File: src/rtl/rom_pkg.sv
// shared constants and types for the four-slot ROM read subsystem
// import with rom_pkg::* in the module header of any block that needs them

package rom_pkg;

    localparam int NUM_SLOTS = 4;
    localparam int SDRAM_AW  = 22;  // counts 32-bit words
    localparam int SLOT_AW   = 16;  // item address of one client

    // cycles from reset or download release to ready
    localparam int READY_DELAY = 4;

    // per-slot item width, slot 0 first
    localparam int SLOT_DW [NUM_SLOTS] = '{8, 16, 32, 8};

    // word offset of each slot's region in SDRAM
    localparam logic [SDRAM_AW-1:0] SLOT_OFFSET [NUM_SLOTS] = '{
        22'h00_0000,
        22'h01_0000,
        22'h02_0000,
        22'h03_4000
    };

    // one SDRAM word seen as bytes, halfwords or the whole word
    typedef union packed {
        logic [3:0][7:0]  b;
        logic [1:0][15:0] h;
        logic [31:0]      w;
    } rom_word_u;

    // client access into a slot
    typedef struct packed {
        logic               cs;
        logic [SLOT_AW-1:0] addr;
    } slot_bus_t;

    // pending miss from a slot to the arbiter
    typedef struct packed {
        logic                req;
        logic [SDRAM_AW-1:0] addr;
    } slot_req_t;

    // read data coming back from the SDRAM controller
    typedef struct packed {
        logic      rdy;     // one cycle per read
        rom_word_u data;
    } sdram_rsp_t;

endpackage

File: src/rtl/rom_slot.sv
// one client slot: maps an item address onto an SDRAM word, keeps a
// one-word cache and asks the arbiter for a read on a miss
// DW selects the item width (8, 16 or 32), OFFSET places the slot in SDRAM

`timescale 1ns/1ps

module rom_slot import rom_pkg::*; #(
    parameter int                  DW     = 8,
    parameter logic [SDRAM_AW-1:0] OFFSET = '0
) (
    input  logic       clk,
    input  logic       rst_n,
    input  logic       clr,     // drop cached word
    input  slot_bus_t  bus,
    input  logic       grant,
    input  sdram_rsp_t rsp,
    output slot_req_t  req,
    output logic [DW-1:0] dout,
    output logic       ok
);

    logic [SDRAM_AW-1:0] word_idx;
    logic [SDRAM_AW-1:0] req_addr;
    logic                hit;
    logic                load;

    logic                cache_vld;
    logic [SDRAM_AW-1:0] cache_tag;
    rom_word_u           cache_data;

    // word index and item select depend on the item width
    generate
        if (DW == 8) begin : g_byte
            logic [1:0] item_sel;
            assign word_idx = SDRAM_AW'(bus.addr[SLOT_AW-1:2]);
            assign item_sel = bus.addr[1:0];
            assign dout     = cache_data.b[item_sel];
        end else if (DW == 16) begin : g_half
            logic item_sel;
            assign word_idx = SDRAM_AW'(bus.addr[SLOT_AW-1:1]);
            assign item_sel = bus.addr[0];
            assign dout     = cache_data.h[item_sel];
        end else begin : g_word
            assign word_idx = SDRAM_AW'(bus.addr);
            assign dout     = cache_data.w;   // whole word, no select
        end
    endgenerate

    assign req_addr = OFFSET + word_idx;

    assign hit  = cache_vld && (cache_tag == req_addr);
    assign ok   = bus.cs && hit;
    assign req  = slot_req_t'{req: bus.cs && !hit, addr: req_addr};

    // data for this slot arrives only while it holds the grant
    assign load = grant && rsp.rdy;

    always_ff @(posedge clk) begin
        if (!rst_n || clr) begin
            cache_vld <= 1'b0;
        end else if (load) begin
            cache_vld <= 1'b1;
        end
    end

    always_ff @(posedge clk) begin
        if (load) begin
            cache_tag  <= req_addr;    // client holds addr until ok
            cache_data <= rsp.data;
        end
    end

endmodule

File: src/rtl/rom_arbiter.sv
// fixed-priority arbiter for the shared SDRAM read port, slot 0 wins
// issues one read at a time over the req/ack/data_rdy handshake,
// drives refresh enable and raises ready after each restart

`timescale 1ns/1ps

module rom_arbiter import rom_pkg::*; (
    input  logic                        clk,
    input  logic                        rst_n,
    input  logic                        downloading,
    input  logic                        vblank,
    input  slot_req_t [NUM_SLOTS-1:0]   reqs,
    input  logic                        sdram_ack,
    input  logic                        rsp_rdy,
    output logic [NUM_SLOTS-1:0]        grant,
    output logic                        sdram_req,
    output logic [SDRAM_AW-1:0]         sdram_addr,
    output logic                        refresh_en,
    output logic                        ready
);

    logic [NUM_SLOTS-1:0]   active;
    logic [NUM_SLOTS-1:0]   next_grant;
    logic [SDRAM_AW-1:0]    next_addr;
    logic                   take_next;
    logic [READY_DELAY-2:0] ready_cnt;   // shifts in ones, top bit feeds ready

    // a slot already being served does not compete again
    always_comb begin
        for (int i = 0; i < NUM_SLOTS; i++) begin
            active[i] = reqs[i].req && !grant[i];
        end
    end

    // walk down so the lowest active slot is the one left standing
    always_comb begin
        next_grant = '0;
        next_addr  = reqs[0].addr;
        for (int i = NUM_SLOTS - 1; i >= 0; i--) begin
            if (active[i]) begin
                next_grant    = '0;
                next_grant[i] = 1'b1;
                next_addr     = reqs[i].addr;
            end
        end
    end

    // free to pick when idle or when the current read completes
    assign take_next = (grant == '0) || rsp_rdy;

    always_ff @(posedge clk) begin
        if (!rst_n || downloading) begin
            grant      <= '0;
            sdram_req  <= 1'b0;
            refresh_en <= 1'b1;   // controller keeps refreshing meanwhile
            ready      <= 1'b0;
            ready_cnt  <= '0;
        end else begin
            {ready, ready_cnt} <= {ready_cnt, 1'b1};
            refresh_en <= 1'b0;
            if (sdram_ack) begin
                sdram_req <= 1'b0;
            end
            if (take_next) begin
                grant     <= next_grant;
                sdram_req <= |active;
                if (!(|active)) begin
                    refresh_en <= vblank;   // idle, refresh only in vblank
                end
            end
        end
    end

    // address stays put for the whole read
    always_ff @(posedge clk) begin
        if (take_next && |active) begin
            sdram_addr <= next_addr;
        end
    end

endmodule

File: src/rtl/rom_top.sv
// ROM access subsystem top: four client slots sharing one SDRAM read port
// the SDRAM controller sits outside and answers sdram_req/sdram_addr

`timescale 1ns/1ps

module rom_top import rom_pkg::*; (
    input  logic                        clk,
    input  logic                        rst_n,
    input  slot_bus_t [NUM_SLOTS-1:0]   slot_bus,
    input  logic                        vblank,
    input  logic                        downloading,
    input  logic                        sdram_ack,
    input  sdram_rsp_t                  sdram_rsp,
    output logic [SLOT_DW[0]-1:0]       slot0_dout,
    output logic [SLOT_DW[1]-1:0]       slot1_dout,
    output logic [SLOT_DW[2]-1:0]       slot2_dout,
    output logic [SLOT_DW[3]-1:0]       slot3_dout,
    output logic [NUM_SLOTS-1:0]        slot_ok,
    output logic                        sdram_req,
    output logic [SDRAM_AW-1:0]         sdram_addr,
    output logic                        refresh_en,
    output logic                        ready
);

    slot_req_t [NUM_SLOTS-1:0] slot_req;
    logic      [NUM_SLOTS-1:0] grant;

    rom_slot #(.DW(SLOT_DW[0]), .OFFSET(SLOT_OFFSET[0])) i_slot0 (
        .clk   (clk),
        .rst_n (rst_n),
        .clr   (downloading),   // new ROM contents invalidate the cache
        .bus   (slot_bus[0]),
        .grant (grant[0]),
        .rsp   (sdram_rsp),
        .req   (slot_req[0]),
        .dout  (slot0_dout),
        .ok    (slot_ok[0])
    );

    rom_slot #(.DW(SLOT_DW[1]), .OFFSET(SLOT_OFFSET[1])) i_slot1 (
        .clk   (clk),
        .rst_n (rst_n),
        .clr   (downloading),
        .bus   (slot_bus[1]),
        .grant (grant[1]),
        .rsp   (sdram_rsp),
        .req   (slot_req[1]),
        .dout  (slot1_dout),
        .ok    (slot_ok[1])
    );

    rom_slot #(.DW(SLOT_DW[2]), .OFFSET(SLOT_OFFSET[2])) i_slot2 (
        .clk   (clk),
        .rst_n (rst_n),
        .clr   (downloading),
        .bus   (slot_bus[2]),
        .grant (grant[2]),
        .rsp   (sdram_rsp),
        .req   (slot_req[2]),
        .dout  (slot2_dout),
        .ok    (slot_ok[2])
    );

    rom_slot #(.DW(SLOT_DW[3]), .OFFSET(SLOT_OFFSET[3])) i_slot3 (
        .clk   (clk),
        .rst_n (rst_n),
        .clr   (downloading),
        .bus   (slot_bus[3]),
        .grant (grant[3]),
        .rsp   (sdram_rsp),
        .req   (slot_req[3]),
        .dout  (slot3_dout),
        .ok    (slot_ok[3])
    );

    rom_arbiter i_arbiter (
        .clk         (clk),
        .rst_n       (rst_n),
        .downloading (downloading),
        .vblank      (vblank),
        .reqs        (slot_req),
        .sdram_ack   (sdram_ack),
        .rsp_rdy     (sdram_rsp.rdy),
        .grant       (grant),
        .sdram_req   (sdram_req),
        .sdram_addr  (sdram_addr),
        .refresh_en  (refresh_en),
        .ready       (ready)
    );

endmodule

File: config.mk
export PLATFORM = sky130hd
export DESIGN_NAME = rom_top
export DESIGN_NICKNAME = d
export VERILOG_FILES = /design/src/rtl/rom_pkg.sv /design/src/rtl/rom_slot.sv /design/src/rtl/rom_arbiter.sv /design/src/rtl/rom_top.sv
export SDC_FILE = /design/constraint.sdc
export NUM_CORES = 1
export LEC_CHECK = 0
export BUFFER_PORTS_ARGS = -buffer_cell sky130_fd_sc_hd__buf_2
export CORE_AREA = 4 4 162 164
export CTS_BUF_LIST = sky130_fd_sc_hd__clkbuf_16
export DETAILED_ROUTE_END_ITERATION = 16
export DIE_AREA = 0 0 166 168
export SETUP_SLACK_MARGIN = 0.15
export SYNTH_ARGS = -nofsm -noshare
export SYNTH_HDL_FRONTEND = slang
export SYNTH_SLANG_ARGS = --single-unit
File: constraint.sdc
create_clock -name clk -period 7.6 [get_ports clk]
set_input_delay 1.14 -clock clk [delete_from_list [all_inputs] [get_ports clk]]
set_output_delay 1.14 -clock clk [all_outputs]
set_load 0.02 [all_outputs]
-- Word level (Yosys, flattened, before mapping)
Index checks and enable logic that the tools add are counted.
- bits in registers: 241
- add/sub/neg operators: 3
- order comparisons: 3
- eq/ne operators: 4
- muxes and demuxes: 19
- reductions and logical operators: 35
- operator list (kind ; number):
    22-bit == test ; 3
    19-bit 2-to-1 mux ; 3
    8-bit binary-select mux with 2-bit select ; 2
    16-bit 2-to-1 mux ; 2
    1-bit logical AND ; 21
    18-bit by 14-bit adder with 19-bit output (first input constant) ; 1
    18-bit by 16-bit adder with 19-bit output (first input constant) ; 1
    17-bit by 15-bit adder with 18-bit output (first input constant) ; 1
    4-bit 2-to-1 mux ; 4
    8-bit 2-to-1 mux ; 2
    14-bit == test ; 1
    14-bit 2-to-1 mux ; 1
    1-bit zero test ; 9
    2-bit by 3-bit < comparator with 1-bit output (second input constant) ; 2
    1-bit 2-to-1 mux ; 5
    4-bit zero test ; 1
    4-bit OR reduction ; 1
    1-bit logical OR ; 2
    1-bit by 2-bit < comparator with 1-bit output (second input constant) ; 1
    2-bit nonzero test ; 1

-- Longest topological paths before layout
- depth after elaboration: 10
- gate-level depth with buffers: 8
- gate-level depth less buffers: 6

-- Hierarchy
A second synthesis with hierarchy kept.
- cells, all modules: 560
- area, all modules: 9281.4 µm²
- modules (own cells, without submodules) (module ; instances ; cells an instance ; area each (µm²) ; seq. area each (µm²)):
    rom_slot at i_slot1 ; 1 ; 115 ; 1995.7 ; 1431.4
    rom_slot at i_slot3 ; 1 ; 105 ; 1954.4 ; 1401.3
    rom_slot at i_slot0 ; 1 ; 104 ; 1950.6 ; 1401.3
    rom_slot at i_slot2 ; 1 ; 100 ; 1846.8 ; 1461.4
    rom_arbiter ; 1 ; 136 ; 1534.0 ; 860.8

-- Least setup slack after synthesis
OpenSTA, ideal clock, no wires.
- path kind: input to output
- from: in slot_bus[0] (netlist bit)
- to: out slot0_dout[0] (netlist bit)
- data arrival time: 2.195 ns
- path slack: 4.265 ns
- cell stages on the path: 2
- buffers on the path: 1
- path through: clkbuf_1 mux4_2
- RTL lines (what ; line ; source):
    from (decl) ; rom_top.sv:9 ; input slot_bus_t [NUM_SLOTS-1:0] slot_bus,
    to (decl) ; rom_top.sv:14 ; output logic [SLOT_DW[0]-1:0] slot0_dout,

-- Worst setup path in the final report
- from: in slot_bus[36] (netlist bit)
- to: out slot_ok[2]
- word-level cells in the longest chain between the ends: 4
- ends and longest elaborated chain (what ; line ; source):
    18-bit by 16-bit adder with 19-bit output ; rom_slot.sv:49 ; assign req_addr = OFFSET + word_idx;
    22-bit == test ; rom_slot.sv:51 ; assign hit = cache_vld && (cache_tag == req_addr);
    1-bit logical AND ; rom_slot.sv:51 ;
    1-bit logical AND ; rom_slot.sv:52 ; assign ok = bus.cs && hit;
    to (decl) ; rom_top.sv:18 ; output logic [NUM_SLOTS-1:0] slot_ok,
No other way between the ends.

==> metrics.cfg <==
[placed_design]
placed_area_mm2=0.009844
gp_congestion=0.8158
port-buffer-count=194
place_hpwl_um=14860
place_ws_ps=3689
post-place-cells=982

[worst_setup_path]
crit-reg2reg-capture=i_arbiter.sdram_addr[7]
crit_arrival_ps=2710
path_class=in2out
ff2ff_setup_slack_ps=4620
crit-reg2reg-launch=i_slot2.cache_tag[2]
r2r.worst_path.cells=6
critical_path.endpoint_type=primary output
critPathLaunchType=input port
required_ps=6460
crit_path_max_fanout=3

[global_route]
grt_antenna_before_repair=2
first_global_vias=5154
track_usage=0.1435
grt_pass1_wl_um=31260
grt_max_degree=49
grt_remaining_overflow=0

[floorplanning]
design.die.area_mm2=0.02789
fp.dieH_um=168
die_w_um=166
row_count=58
initial_core_util=0.3428
top_level_ports=199
core_region_area_mm2=0.02489

[final_layout]
antennaDiodeCount=0
synthToLayoutAreaGrowth_pct=24.30
post-route-cell-area_mm2=0.01061
final_cell_count_no_fill=1028
nets_finish=785
final_util=0.4261
final_layout_size_suffix_gt1_frac=0.3997

[timing]
setup_violations=0
post-route-worst-setup-slack_ps=3753
timing.fmax_ghz=0.2600
finalHoldViolCount=0
timing.max_slew.rel_slack=0.2926
setup_tns_ps=0
grt_setup_unrepaired=false
final.min_clock_period_ps=3847
worst_slew_pin_slew_ps=1055
clock_skew_ps=8.463
timing_max_transition_violations_final=0
hold_slack_ps=418.5
share_of_the_clock_period_used_by_the_worst_path=0.5062

[synth]
post-synth-top-count-cell=sky130_fd_sc_hd__edfxtp_1
yosys_warnings=0
netlist_area_mm2=0.008532
post_synth_edffs=205
top_cells_by_instance_count_after_synthesis=sky130_fd_sc_hd__edfxtp_1 (205), sky130_fd_sc_hd__xnor2_1 (47), sky130_fd_sc_hd__inv_1 (33)
main_area_contributors_after_synthesis=sky130_fd_sc_hd__edfxtp_1 (72%), sky130_fd_sc_hd__xnor2_1 (4.8%), sky130_fd_sc_hd__mux4_2 (4.2%)
synth_top_area_share=0.7215
most_frequently_used_flop_master_after_synthesis=sky130_fd_sc_hd__edfxtp_1
seq_area_frac_synth=0.7544
synth_cell_types=41
post_synthesis_cell_type_with_the_largest_combined_area=sky130_fd_sc_hd__edfxtp_1
syn_area_per_cell_um2=18.19
ys_ff_latch=219
synth_cells=469
postSynth.asyncResetShare=0

[run]
max_cap_violations=0

[clocking]
clockRootBuffer=sky130_fd_sc_hd__clkbuf_16
ctsHtreeMaxLevel=1
path_clk_slew_ps=60
postCtsSetupRepairBufs=0
clock_insertion_delay_worst_skew_ps=510
cts-buffers-inserted=25
cts_repair_resize_count=0
cts_tree=yes
cts_buffer_depth=3
hold_buffers=0
clock_sinks=219

[detailed_routing]
dr.pass1.iters=4
drt_first_iter_violations=375
drt-wirelength-per-cell_um=20.07
final_antenna_net_count=0
wl_um=20630
drt_drc_violations_left=0
route.vias.total=4931
avgViaCountPerCell=4.797

[pwr]
ir_drop_mv=0.1541
static-leakage-power_nw=3.901
power_density_mw_per_mm2=251.3
design_power_total_mw=2.665

[worst_hold_path]
hold_path_end=i_arbiter.ready
min-delay-start=i_arbiter.ready_cnt[2]
whs_path_depth=1
hold_path_class=reg2reg

[status]
run_status=complete, no violations

==> critical path: stages <==
cell and delay [ps]:
sky130_fd_sc_hd__buf_2 130, sky130_fd_sc_hd__xor2_1 140, sky130_fd_sc_hd__nor4_1 510, sky130_fd_sc_hd__nand2_1 220
sky130_fd_sc_hd__nor4_1 340, sky130_fd_sc_hd__buf_2 230
==> cells by family (layout without fill, tap and decap cells) <==
family	after synthesis	in the layout	share of synthesized area
compound gates	46	46	0.04957
xor+xnor	59	59	0.06057
buf+inv	53	279	0.03050
flops	219	219	0.7544
mux	33	33	0.06453
other cells	1	4	0.0004395
simple gates	58	58	0.04004
==> layout by cell type, fill, tap and decap left out, types with 2 or more instances in the layout <==
| cell type | n |
|---|---|
| sky130_fd_sc_hd__a31o_2 | 2 |
| sky130_fd_sc_hd__edfxtp_1 | 205 |
| sky130_fd_sc_hd__o32ai_1 | 14 |
| sky130_fd_sc_hd__o21a_1 | 5 |
| sky130_fd_sc_hd__buf_2 | 194 |
| sky130_fd_sc_hd__mux4_2 | 16 |
| sky130_fd_sc_hd__xnor2_1 | 47 |
| sky130_fd_sc_hd__inv_1 | 39 |
| sky130_fd_sc_hd__dfxtp_1 | 14 |
| sky130_fd_sc_hd__nor4_1 | 6 |
| sky130_fd_sc_hd__clkinv_2 | 2 |
| sky130_fd_sc_hd__clkinvlp_4 | 4 |
| sky130_fd_sc_hd__nand3_1 | 2 |
| sky130_fd_sc_hd__a21oi_1 | 2 |
| sky130_fd_sc_hd__nand2_1 | 4 |
| sky130_fd_sc_hd__buf_4 | 6 |
| sky130_fd_sc_hd__nor2_1 | 14 |
| sky130_fd_sc_hd__a221o_1 | 14 |
| sky130_fd_sc_hd__nand4_1 | 11 |
| sky130_fd_sc_hd__and2_1 | 6 |
| sky130_fd_sc_hd__mux2_2 | 16 |
| sky130_fd_sc_hd__and2_2 | 4 |
| sky130_fd_sc_hd__conb_1 | 4 |
| sky130_fd_sc_hd__nand2b_1 | 4 |
| sky130_fd_sc_hd__clkbuf_16 | 25 |
| sky130_fd_sc_hd__xor2_1 | 12 |
| sky130_fd_sc_hd__clkinv_1 | 6 |
==> per-layer routing <==
metal,vias to the layer above,GRT usage,wire length (µm)
li1,2232,-,-
met1,2432,0.1865,8327
met2,228,0.2438,10100
met3,35,0.03733,1746
met4,4,0.03264,447
met5,-,0,15
==> power by group <==
part	total [mW]	internal [mW]	switching, mW
registers	1.36	1.35	0.0110
logic	0.209	0.0778	0.131
clock network	1.09	0.633	0.460
total	2.67	2.06	0.602
==> layout make-up <==
class,count,area (µm²)
clock inverters,21,135.1
inverters,33,123.9
flip-flops and latches,219,6436
well taps,330,412.9
multi-input cells,200,1856
repair buffers,200,1016
fillers,2251,14290
clock buffers,25,625.6
==> registers in the layout, indices dropped and copies added, names as in the netlist <==
register              count
i_slot0.cache_data       32
i_slot1.cache_data       32
i_slot2.dout             32
i_slot3.cache_data       32
i_arbiter.sdram_addr     18
i_slot2.cache_tag        16
i_slot1.cache_tag        15
i_slot0.cache_tag        14
i_slot3.cache_tag        14
i_arbiter.grant           4
i_arbiter.ready_cnt       3
i_arbiter.ready           1
i_arbiter.refresh_en      1
i_arbiter.sdram_req       1
i_slot0.cache_vld         1
i_slot1.cache_vld         1
i_slot2.cache_vld         1
i_slot3.cache_vld         1
==> how the worst max path moves through the flow <==
stage                 startpoint                 endpoint  slack [ps]  cells after the start
floorplan            slot_bus[0]            slot0_dout[0]        4260                      2
global placement    slot_bus[36]               slot_ok[2]        3730                      6
detailed placement  slot_bus[36]  i_arbiter.sdram_addr[1]        3690                      7
CTS                 slot_bus[36]               slot_ok[2]        3700                      6
global route        slot_bus[47]               slot_ok[2]        3560                      6
finish              slot_bus[36]               slot_ok[2]        3750                      6
(Power assumes the default switching activity.)
